### src/include/ecc_config.svh
`ifndef ECC_CONFIG_SVH
`define ECC_CONFIG_SVH

// ==========================================================================
// code geometry
// ==========================================================================
`define ECC_DATA_WIDTH  83
`define ECC_CHECK_WIDTH 8
`define ECC_POS_WIDTH   7   // hamming position, check bit 7 is overall parity

// ==========================================================================
// flow control
// ==========================================================================
`define ECC_FIFO_DEPTH  4   // result entries, also upstream credits at reset
`define ECC_OUT_CREDITS 2   // downstream grant after reset

`endif

### src/hdl/ecc_code_pkg.sv
`include "ecc_config.svh"

package ecc_code_pkg;

    typedef logic [`ECC_DATA_WIDTH-1:0]  ecc_data_t;
    typedef logic [`ECC_CHECK_WIDTH-1:0] ecc_check_t;

    // raw view for zero/weight tests, field view to locate the flipped bit
    typedef union packed {
        logic [`ECC_CHECK_WIDTH-1:0] raw;
        struct packed {
            logic                      overall;
            logic [`ECC_POS_WIDTH-1:0] position;
        } fields;
    } ecc_syndrome_u;

    typedef enum logic [1:0] {
        ecc_clean  = 2'd0,
        ecc_single = 2'd1,
        ecc_double = 2'd2
    } ecc_err_t;

    // ======================================================================
    // column code of data bit idx
    //   low bits: the (idx+1)-th non-power-of-two from 3 upward
    //   top bit : set when the position has even weight, so every column
    //             ends up with odd weight
    // ======================================================================
    function automatic ecc_check_t ecc_column(input int unsigned idx);
        int unsigned               pos;
        logic [`ECC_POS_WIDTH-1:0] p;
        ecc_check_t                col;
        pos = 2;
        for (int unsigned k = 0; k <= idx; k++) begin
            pos++;
            while ((pos & (pos - 1)) == 0) begin   // skip check-bit slots
                pos++;
            end
        end
        p   = pos[`ECC_POS_WIDTH-1:0];
        col = {~^p, p};
        return col;
    endfunction

endpackage

### src/hdl/ecc_stream_pkg.sv
package ecc_stream_pkg;

    // word as received from upstream
    typedef struct packed {
        ecc_code_pkg::ecc_data_t  data;
        ecc_code_pkg::ecc_check_t check;
        logic                     bypass;   // pass through, no correction
    } ecc_in_s;

    // checked result
    typedef struct packed {
        ecc_code_pkg::ecc_data_t  data;       // corrected data
        ecc_code_pkg::ecc_check_t check;      // recomputed from received data
        logic                     sbit_err;
        logic                     dbit_err;
    } ecc_out_s;

endpackage

### src/hdl/ecc_check_gen.sv
`timescale 1ns/1ps
`include "ecc_config.svh"

module ecc_check_gen (
    input  ecc_code_pkg::ecc_data_t  data,
    output ecc_code_pkg::ecc_check_t check
);
    import ecc_code_pkg::*;

    // data bits that feed check bit j
    function automatic ecc_data_t select_bits(input int unsigned j);
        ecc_data_t  sel;
        ecc_check_t col;
        sel = '0;
        for (int unsigned i = 0; i < `ECC_DATA_WIDTH; i++) begin
            col    = ecc_column(i);
            sel[i] = col[j];
        end
        return sel;
    endfunction

    // ==========================================================================
    // one xor tree per check bit
    // ==========================================================================
    for (genvar j = 0; j < `ECC_CHECK_WIDTH; j++) begin : g_check
        localparam ecc_data_t sel = select_bits(j);

        assign check[j] = ^(data & sel);
    end

endmodule

### src/hdl/ecc_check_top.sv
`timescale 1ns/1ps

module ecc_check_top (
    input  logic                     clk,
    input  logic                     rst_n,
    input  logic                     in_valid,
    input  ecc_stream_pkg::ecc_in_s  in_word,
    output logic                     in_credit,
    output logic                     out_valid,
    output ecc_stream_pkg::ecc_out_s out_word,
    input  logic                     out_credit
);
    import ecc_code_pkg::*;
    import ecc_stream_pkg::*;

    ecc_check_t    gen_check;       // recomputed from incoming data
    ecc_syndrome_u in_syndrome;

    logic          s1_valid;
    ecc_in_s       s1_word;
    ecc_check_t    s1_check;
    ecc_syndrome_u s1_syndrome;

    ecc_data_t     s1_mask;
    ecc_err_t      s1_err;
    ecc_out_s      s2_next;

    logic          s2_valid;
    ecc_out_s      s2_word;

    // ==========================================================================
    // stage 1: check bits and syndrome
    // ==========================================================================
    ecc_check_gen u_check_gen (
        .data  (in_word.data),
        .check (gen_check)
    );

    assign in_syndrome.raw = in_word.check ^ gen_check;

    always_ff @(posedge clk) begin
        if (!rst_n) begin
            s1_valid <= 1'b0;
        end else begin
            s1_valid <= in_valid;
        end
    end

    always_ff @(posedge clk) begin
        s1_word     <= in_word;
        s1_check    <= gen_check;
        s1_syndrome <= in_syndrome;
    end

    // ==========================================================================
    // stage 2: correction and error flags
    // ==========================================================================
    ecc_syndrome_decode u_decode (
        .syndrome (s1_syndrome),
        .mask     (s1_mask),
        .err      (s1_err)
    );

    always_comb begin
        s2_next.data     = s1_word.bypass ? s1_word.data : s1_word.data ^ s1_mask;
        s2_next.check    = s1_check;
        s2_next.sbit_err = !s1_word.bypass && (s1_err == ecc_single);
        s2_next.dbit_err = !s1_word.bypass && (s1_err == ecc_double);
    end

    always_ff @(posedge clk) begin
        if (!rst_n) begin
            s2_valid <= 1'b0;
        end else begin
            s2_valid <= s1_valid;
        end
    end

    always_ff @(posedge clk) begin
        s2_word <= s2_next;
    end

    // result buffer, credits both ways
    ecc_result_fifo u_fifo (
        .clk        (clk),
        .rst_n      (rst_n),
        .push       (s2_valid),
        .push_word  (s2_word),
        .out_valid  (out_valid),
        .out_word   (out_word),
        .out_credit (out_credit),
        .in_credit  (in_credit)
    );

endmodule

### src/hdl/ecc_result_fifo.sv
`timescale 1ns/1ps
`include "ecc_config.svh"

module ecc_result_fifo (
    input  logic                     clk,
    input  logic                     rst_n,
    input  logic                     push,
    input  ecc_stream_pkg::ecc_out_s push_word,
    output logic                     out_valid,
    output ecc_stream_pkg::ecc_out_s out_word,
    input  logic                     out_credit,
    output logic                     in_credit
);
    import ecc_stream_pkg::*;

    localparam int PTR_W = $clog2(`ECC_FIFO_DEPTH);
    localparam int CNT_W = $clog2(`ECC_FIFO_DEPTH + 1);
    localparam int CRD_W = $clog2(`ECC_OUT_CREDITS + 1);

    ecc_out_s         entries [`ECC_FIFO_DEPTH];
    logic [PTR_W-1:0] wr_ptr;
    logic [PTR_W-1:0] rd_ptr;
    logic [CNT_W-1:0] count;
    logic [CRD_W-1:0] credits;   // downstream grants not yet spent
    logic             pop;

    function automatic logic [PTR_W-1:0] next_ptr(input logic [PTR_W-1:0] p);
        if (p == PTR_W'(`ECC_FIFO_DEPTH - 1)) begin
            return '0;
        end
        return p + 1'b1;
    endfunction

    // head leaves whenever the downstream can take it
    assign pop       = (count != '0) && (credits != '0);
    assign out_valid = pop;
    assign out_word  = entries[rd_ptr];

    // ==========================================================================
    // storage
    // ==========================================================================
    always_ff @(posedge clk) begin
        if (push) begin
            entries[wr_ptr] <= push_word;
        end
    end

    always_ff @(posedge clk) begin
        if (!rst_n) begin
            wr_ptr <= '0;
            rd_ptr <= '0;
            count  <= '0;
        end else begin
            if (push) begin
                wr_ptr <= next_ptr(wr_ptr);
            end
            if (pop) begin
                rd_ptr <= next_ptr(rd_ptr);
            end
            case ({push, pop})
                2'b10:   count <= count + 1'b1;
                2'b01:   count <= count - 1'b1;
                default: count <= count;
            endcase
        end
    end

    // ==========================================================================
    // credits, downstream counter and upstream return
    // ==========================================================================
    always_ff @(posedge clk) begin
        if (!rst_n) begin
            credits   <= CRD_W'(`ECC_OUT_CREDITS);
            in_credit <= 1'b0;
        end else begin
            case ({out_credit, pop})
                2'b10:   credits <= credits + 1'b1;
                2'b01:   credits <= credits - 1'b1;
                default: credits <= credits;
            endcase
            in_credit <= pop;   // one pulse per word popped
        end
    end

endmodule

### src/hdl/ecc_syndrome_decode.sv
`timescale 1ns/1ps
`include "ecc_config.svh"

module ecc_syndrome_decode (
    input  ecc_code_pkg::ecc_syndrome_u syndrome,
    output ecc_code_pkg::ecc_data_t     mask,
    output ecc_code_pkg::ecc_err_t      err
);
    import ecc_code_pkg::*;

    logic data_hit;     // syndrome matches a data column
    logic weight_one;   // a check bit alone flipped

    // ==========================================================================
    // column match, at most one bit of the mask can be set
    // ==========================================================================
    for (genvar i = 0; i < `ECC_DATA_WIDTH; i++) begin : g_col
        localparam ecc_check_t col = ecc_column(i);

        assign mask[i] = (syndrome.fields.position == col[`ECC_POS_WIDTH-1:0]) &&
                         (syndrome.fields.overall == col[`ECC_CHECK_WIDTH-1]);
    end

    assign data_hit   = |mask;
    assign weight_one = $onehot(syndrome.raw);

    // ==========================================================================
    // error class
    // ==========================================================================
    always_comb begin
        if (syndrome.raw == '0) begin
            err = ecc_clean;
        end else if (data_hit || weight_one) begin
            err = ecc_single;
        end else begin
            err = ecc_double;       // even weight or unused odd code
        end
    end

endmodule

### config.mk
export PLATFORM = sky130hd
export DESIGN_NAME = ecc_check_top
export DESIGN_NICKNAME = d
export VERILOG_FILES = /design/src/hdl/ecc_code_pkg.sv /design/src/hdl/ecc_stream_pkg.sv /design/src/hdl/ecc_check_gen.sv /design/src/hdl/ecc_check_top.sv /design/src/hdl/ecc_result_fifo.sv /design/src/hdl/ecc_syndrome_decode.sv
export VERILOG_INCLUDE_DIRS = /design/src /design/src/include
export SDC_FILE = /design/constraint.sdc
export NUM_CORES = 1
export LEC_CHECK = 0
export BUFFER_PORTS_ARGS = -buffer_cell sky130_fd_sc_hd__buf_2
export CORE_MARGIN = 2
export CORE_UTILIZATION = 25
export CTS_CLUSTER_DIAMETER = 80
export DETAILED_ROUTE_END_ITERATION = 7
export GPL_ROUTABILITY_DRIVEN = 0
export GPL_TIMING_DRIVEN = 0
export SLEW_MARGIN = 0
export SYNTH_ARGS = -nofsm -noshare
export SYNTH_HDL_FRONTEND = slang
export SYNTH_SLANG_ARGS = --single-unit
export TNS_END_PERCENT = 20
### constraint.sdc
create_clock -name clk -period 4.35 [get_ports clk]
set_input_delay 1.0875 -clock clk [delete_from_list [all_inputs] [get_ports clk]]
set_output_delay 1.0875 -clock clk [all_outputs]
set_load 0.02 [all_outputs]
==> run summary, run 1 <==
The flow ran to the end, and the final reports show no timing, DRC or antenna violations. Input and output buffers added on the ports amount to 190. The height of the die is 298 µm. The dominant cell type by area after synthesis is edfxtp_1. The worst setup path is captured at an output port.

In this run the static leakage power is 8.91 nW. Setup slack on the worst reg-to-reg path comes out at 0.27 ns. Row generation in the floorplan step produced 107 rows.

Once the clock tree was built, the setup fixing pass inserted 0 buffers. Registers take 15,300 µm². Measured on the finished design, the core utilization comes to 30.4%. The final route contains 11,600 vias. At the worst endpoint, the required time is 3.26 ns. Setup total negative slack on the finished layout was measured at 0 ns. After detailed placement, the total cell area comes to 24,100 µm². Summed over its instances, the top area cell type makes up 51.7% of the synthesized netlist area. The finished cells cover 26,000 µm². The root buffer cell chosen for the clock tree is clkbuf_16.

The filler cells instantiated in the layout total 8,474. The clock-pin transition on the worst setup and hold timing paths was 0.06 ns. Number of nets produced by synthesis: 1,365.

The tools report the end of the worst register-to-register path as s2_word[1]$_DFF_P_. The worst register-to-register path has a depth of 13. The final layout contains 1,614 nets.

By area the synthesized netlist is led by edfxtp_1 52%, dfxtp_1 19%, mux4_2 9.7%. Setup repair after global routing left no endpoint under its margin. The capturing instance or port of the critical path was out_word[0]. The logs give 0 for the final count of hold timing violations and 0 for the final routed DRC violation total.

The starting density of the core is 25.3%, and the time the worst path needs with I/O delays and setup is 4.11 ns. Number of antenna-violating nets in the routed design: 0. In this run, CTS created clock tree buffers numbering 54. The overall die width is 298 µm, and the final global-route overflow total is 0. STA classifies the critical path startpoint as a register. The first global-routing pass estimated 84,000 µm of wire. The run gives 6080 µm² as the multi-input gate area in the final layout. The later pin in the worst-skew pair is clocked with a latency of 0.60 ns. The core region is 85,400 µm².

In this run, distinct cell masters in the synthesized netlist total 54. Summed over all layers, the routed wires come to 59,400 µm. The setup skew after layout is 0.0182 ns.

Synthesis inferred 579 register bits. Headroom to the max-slew limit came out at 30.0%. For the buffer levels on the longest clock path, the log shows 3. The number of hold buffers added after CTS was 0.

The logs give 11,800 for the via count of the first global-routing pass and 0 for the number of max-slew violations in the final report. Along the worst path, the maximum fanout reaches 10. The I/O pin count was 191. Routed wire length per instance: 22.0 µm. Compared with the post-synthesis result, the final layout area differs by 20.1%. The maximum vdd ir drop was 289 µV.

The tightest min-delay check is of the reg2reg type. The run gives 52 as the largest net degree at the start of global routing. The design draws 15.7 mW. For the die outline area, the log shows 88,900 µm². Power per cell area: 605 nW/µm².

For this run, the leading register cell type out of synthesis is edfxtp_1. The worst setup path is of the reg2out kind. The share of the Yosys chip area taken by registers is 70.8%. The detailed-route vias per instance is 4.29, and the count of max-cap constraint violations is 0.

Setup violations remaining at the end of the flow were counted as 0. At the worst endpoint, the arrival time is 3.03 ns. Counting flops with a built-in enable in the synthesized netlist gives 372.

Global routing consumed, over all layers together, 13.2% of the routing resources. The detailed router finished its first iteration with 1,078 violations. The run gives 2 as the number of H-tree levels. Detailed placer's ending HPWL: 44,300 µm. The post-synthesis cell count came out at 1,250. The first detailed-routing pass ran for 6 iterations. Of the cells placed in the final design, the portion with a size suffix greater than 1 is 25.5%. The number of antenna violations at the first check in global routing came out at 65. In this run the mean area of a mapped cell was 17.3 µm². In the finished design, the share of the clock period the worst path needs comes to 94.6%.

The tree built by TritonCTS fans out to 579 sinks. For the worst-case hold slack, the log shows 0.327 ns. TritonCTS built the clock tree.

The share of flip-flops with an asynchronous set or reset after synthesis was 0%; the area of the mapped netlist was 21,600 µm². The startpoint identified for the worst register-to-register timing path is s1_syndrome[3]$_DFF_P_. The slew at the pin with the worst max-slew slack works out to 1.05 ns.

For this run, the number of Yosys warnings is 0. Derived from the worst setup path, the maximum achievable clock frequency is 0.243 GHz.
-- sequential cells by signal (all words and copies together), names as in the netlist, named ones only --
name and cells:
s1_check 8, s1_word 84, u_fifo.rd_ptr 2, u_fifo.credits 2
u_fifo.count 3, s1_valid 1, u_fifo.in_credit 1, u_fifo.wr_ptr 2
u_fifo.entries 372, s2_valid 1, s2_word 93, s1_syndrome 8
-- worst max-delay path, cell delays in order, from the launching register on --
cell	delay, ns
dfxtp_1	0.38
clkbuf_1	0.79
clkbuf_1	0.57
mux4_2	0.48
buf_2	0.19
-- area by class of cell --
cell class,count,share of cell area (%)
multi-input cells,608,23.4
plain buffers,36,0.525
flip-flops and latches,579,59.0
clock buffers,75,6.10
inverters,26,0.376
clock inverters,26,0.930
repair buffers,194,4.08
well taps,1144,5.51
diodes,11,0.106
-- how the worst min path moves through the flow --
stage               cells after the start                  to                start  slack [ns]
floorplan                               0  s2_word[2]$_DFF_P_  s1_check[0]$_DFF_P_        0.31
global placement                        0  s2_word[2]$_DFF_P_  s1_check[0]$_DFF_P_        0.32
finish                                  0  s2_word[9]$_DFF_P_  s1_check[7]$_DFF_P_        0.33
CTS                                     0  s2_word[9]$_DFF_P_  s1_check[7]$_DFF_P_        0.33
detailed placement                      0  s2_word[4]$_DFF_P_  s1_check[2]$_DFF_P_        0.33
global route                            0  s2_word[9]$_DFF_P_  s1_check[7]$_DFF_P_        0.34
-- layout by cell type (no fill, tap or decap), types with 4 or more instances in the layout --
master     count
nand2_1       52
o21ai_0       10
diode_2       11
clkbuf_8      11
a21oi_1       11
buf_1         14
nor2_1        73
a31oi_1        4
nand3_1       10
dfxtp_1      207
and2_4         4
buf_16         4
inv_6          4
mux4_2        93
fa_1           5
nor3_1        13
clkbuf_16     56
xnor3_1       13
ha_1          14
xnor2_1      160
and2_1         5
clkbuf_1      28
buf_2        190
clkinv_2      11
xor2_1        83
inv_1         24
edfxtp_1     372
-- kinds of logic after synthesis --
family                     after synthesis  synth area share (%)
buffers and inverters                   63                  1.09
DFF                                    579                  70.8
AOI/OAI and AO/OA                       49                  1.54
muxes                                   94                  9.73
and+or+nand+nor                        186                  3.97
xor gates and xnor gates               260                  11.6
adders and majority gates               19                  1.27
-- timing repair --
| item | CTS | global route |
|---|---|---|
| endpoints found under the setup margin | 70 | 2 |
| pin swaps | 0 | 0 |
| resized for setup | 1 | 0 |
-- layer usage --
layer  vias up  wire length [µm]  global-route usage (%)
li1       5093                 -                       -
met5         -               241                       0
met3       186              5450                    4.26
met1      5757             23700                    16.5
met2       496             28400                    21.8
met4        40              1710                    3.57
-- per-stage QoR --
stage,instances,setup slack [ns]
after CTS,2689,0.0937
after global placement,2584,-0.709
final,2699,0.235
after global routing,2690,0.0207
after detailed placement,2588,0.318
after floorplan,1250,0.835
-- cells in the mapped netlist, drive strengths merged (10+ instances only) --
cell type and n:
mux4 93, and2 10, nand3 10, xnor3 15, dfxtp 207, a21oi 11
o21ai 10, nor2 73, clkbuf 23, ha 14, nor3 13, edfxtp 372
buf 14, xor2 83, inv 24, xnor2 162, nand2 52
-- power by group --
part | switching, mW | internal [mW]
clock network | 2.02 | 2.74
registers | 0.234 | 6.25
logic | 2.71 | 1.76
(Power assumes the default switching activity.)
==> run 2, diff against run 1 <==
--- a/config.mk
+++ b/config.mk
@@ -6,13 +6,14 @@
 export SDC_FILE = /design/constraint.sdc
 export NUM_CORES = 1
 export LEC_CHECK = 0
-export BUFFER_PORTS_ARGS = -buffer_cell sky130_fd_sc_hd__buf_2
 export CORE_MARGIN = 2
-export CORE_UTILIZATION = 25
+export CORE_UTILIZATION = 60
 export CTS_CLUSTER_DIAMETER = 80
 export DETAILED_ROUTE_END_ITERATION = 7
+export DONT_BUFFER_PORTS = 1
 export GPL_ROUTABILITY_DRIVEN = 0
 export GPL_TIMING_DRIVEN = 0
+export PLACE_DENSITY = 0.76
 export SLEW_MARGIN = 0
 export SYNTH_ARGS = -nofsm -noshare
 export SYNTH_HDL_FRONTEND = slang
==> run summary, run 2 (synthesis results as in run 1) <==
The run finished with clean final reports. For the buffer levels on the longest clock path, the log shows 3 (unchanged). The run gives 71,900 µm (was 84,000 µm) as the wire length of the first global-routing pass. Setup repair after global routing left no endpoint under its margin. The run gives 1 (unchanged) as the quantity of gates resized following cts. Classification of the worst setup path: reg2out (unchanged). The number of H-tree levels came out at 2 (unchanged).

The time the worst path needs with I/O delays and setup works out to 4.09 ns (was 4.11 ns). TritonCTS built the clock tree. The global-route usage over all layers is 26.4% (was 13.2%).

The tools report the setup skew after layout as 0.0120 ns (was 0.0182 ns). The run gives 60.8% (was 25.3%) as the starting density of the core. The type of the most critical hold path was reg2reg (unchanged). The tools report the buffer cell driving the clock tree root as clkbuf_16 (unchanged). For the net total in the final layout, the log shows 1,427 (was 1,614). The logs give 0 (unchanged) for the final global-route overflow total and 0 (unchanged) for the number of hold buffers added after CTS.

The setup slack at placement is 0.369 ns (was 0.318 ns), and the final period utilization is 94.1% (was 94.6%). The placeable core region was 35,600 µm² (was 85,400 µm²). The final count of negative-setup-slack endpoints came out at 0 (unchanged). The combinational power share is 26.6% (was 28.5%), and the layout overhead on the synthesized area is 11.7% (was 20.1%). The largest net degree at the start of global routing came out at 59 (was 52). The largest register by flop count was u_fifo.entries (unchanged). I/O pin count: 191 (unchanged).

The stage delay of the slowest cell on the critical path works out to 0.90 ns (was 0.79 ns). The largest fanout of any net on the critical path came out at 12 (was 10). The logs give 30.7% (was 30.3%) for the part of the power in the clock network and 2 (was 65) for the number of antenna violations at the first check in global routing. The number of flip-flops in the largest register is 372 (unchanged). The final count of hold timing violations was 0 (unchanged); the number of antenna-violating nets in the routed design was 0 (unchanged).

Number of buffers created by CTS: 54 (unchanged). The routed wire length per instance is 26.9 µm (was 22.0 µm), and the height of the die is 194 µm (was 298 µm). The logs give 8 (was 6) for the first-pass iteration count of the detailed router and 0 (unchanged) for the post-CTS setup-driven buffer insertion count.

The logs give 8.14 nW (was 8.91 nW) for the static leakage power and 3.00 ns (was 3.03 ns) for the arrival time of data at the critical path endpoint. The run gives 0 (unchanged) as the number of max-slew violations in the final report. For the worst-case hold slack, the log shows 0.330 ns (was 0.327 ns).

The count of clock tree sinks was 579 (unchanged). The via count of the first global-routing pass is 11,100 (was 11,800), and the clock-pin transition on the worst setup and hold timing paths is 0.06 ns (about the same). Most common library cell in the layout ignoring fill and taps: edfxtp_1 (unchanged). The achievable frequency was 0.244 GHz (was 0.243 GHz); the data required time at the worst endpoint was 3.26 ns (about the same). Detailed placer's ending HPWL: 34,200 µm (was 44,300 µm). The total length of routed wires is 49,000 µm (was 59,400 µm). The kind of end point of the critical path is an output port (unchanged).

Commonest cells after routing, fill and taps aside: 372 x edfxtp_1, 207 x dfxtp_1, 160 x xnor2_1, 93 x mux4_2, 83 x xor2_1 (was 372 x edfxtp_1, 207 x dfxtp_1, 190 x buf_2, 160 x xnor2_1, 93 x mux4_2). Share of cells above drive strength 1: 14.0% (was 25.5%). The highest-delay cell along the critical path was dfxtp_1 (was clkbuf_1). The normalized max-slew margin is 25.9% (was 30.0%). The switching part of the total power is 30.6% (was 31.6%). The clock latency on the worst-skew pair was 0.59 ns (was 0.60 ns). The logs give 0 (unchanged) for the count of max-cap constraint violations and 37,600 µm² (was 88,900 µm²) for the die outline area.

The floorplan row count is 69 (was 107). The via count came out at 10,700 (was 11,600). For the final routed DRC violation total, the log shows 0 (unchanged). Overall die width: 194 µm (was 298 µm).

The number of buffers inserted by port buffering came out at 0 (was 190). Share of power burned in registers: 42.7% (was 41.2%). The slew at the pin with the worst max-slew slack was 1.10 ns (was 1.05 ns). The initial detailed-routing violation count came out at 1,207 (was 1,078). The cell internal power dissipation came out at 10.5 mW (was 10.8 mW). Switching power: 4.64 mW (was 4.96 mW). Smallest setup slack after layout: 0.259 ns (was 0.235 ns). The tools report the nature of the critical path startpoint as a register (unchanged).

The maximum vdd ir drop was 518 µV (was 289 µV). Cells along the critical path: clkdlybuf4s15_1, mux4_2 (was clkbuf_1, clkbuf_1, mux4_2, buf_2). The power per cell area works out to 629 nW/µm² (was 605 nW/µm²).

Top flop regs: u_fifo.entries: 372 flops, s2_word: 93 flops, s1_word: 84 flops (unchanged). The detailed-route vias per instance came out at 5.87 (was 4.29).
==> run 2: cell types whose count changed in the layout (fill, tap and decap cells not counted), moves of 4 or more <==
cell,change
clkinv_1,+4
buf_2,-190
clkbuf_8,-7
buf_12,+5
diode_2,-9
clkbuf_1,+12
==> run 2: path summary, 6_finish.rpt <==
check             depth (start not counted)  slack (ns)                 end                    from
setup / recovery                          2        0.26        out_word[18]                register
hold / removal                            0        0.33  s2_word[2]$_DFF_P_     s1_check[0]$_DFF_P_
setup reg to reg                         14        0.29  s2_word[0]$_DFF_P_  s1_syndrome[3]$_DFF_P_
hold reg to reg                           0        0.33  s2_word[2]$_DFF_P_     s1_check[0]$_DFF_P_
==> run 2: critical path, delay by kind of cell (launching register included) <==
kind | cells | cell delay, ns
buffers and inverters | 1 | 0.78
DFF | 1 | 0.90
muxes | 1 | 0.71
==> run 2: area by class of cell <==
| type | count | area (µm²) |
|---|---|---|
| sequential | 579 | 15300 |
| fill | 2324 | 11400 |
| multi-input combinational | 608 | 6080 |
| clock buffer | 78 | 1520 |
| tap | 461 | 577 |
| clock inverter | 23 | 251 |
| timing repair buffer | 7 | 155 |
| buffer | 36 | 141 |
| inverter | 26 | 97.6 |
| antenna | 2 | 5.00 |
==> run 2: routing by layer <==
layer	global-route usage, %	wire (µm)	up-vias
li1	-	-	4708
met1	33.5	19000	5380
met2	43.2	23900	463
met3	8.35	4290	130
met4	9.20	1800	0
met5	0	0	-
==> run 2: through the flow <==
step                      area, µm²  TNS [ns]  std cells  util, %  power [mW]
after floorplan               21600         0       1250        -        9.53
after global placement        22200   -178.10       1711     62.4        10.5
after detailed placement      22400         0       1718     62.9        10.6
after CTS                     24100         0       1818     67.9        15.2
after global routing          24100         0       1819     67.9        15.8
final                         24200         0       1820     67.9        15.2
==> run 2: power groups by stage <==
stage	logic (mW)	registers, mW	clock network [mW]
3_5_place_dp	3.97	6.58	0
6_report	4.03	6.49	4.66
3_3_place_gp	3.91	6.57	0
5_1_grt	4.30	6.52	4.93
4_1_cts	3.98	6.49	4.72
2_1_floorplan	3.03	6.50	0
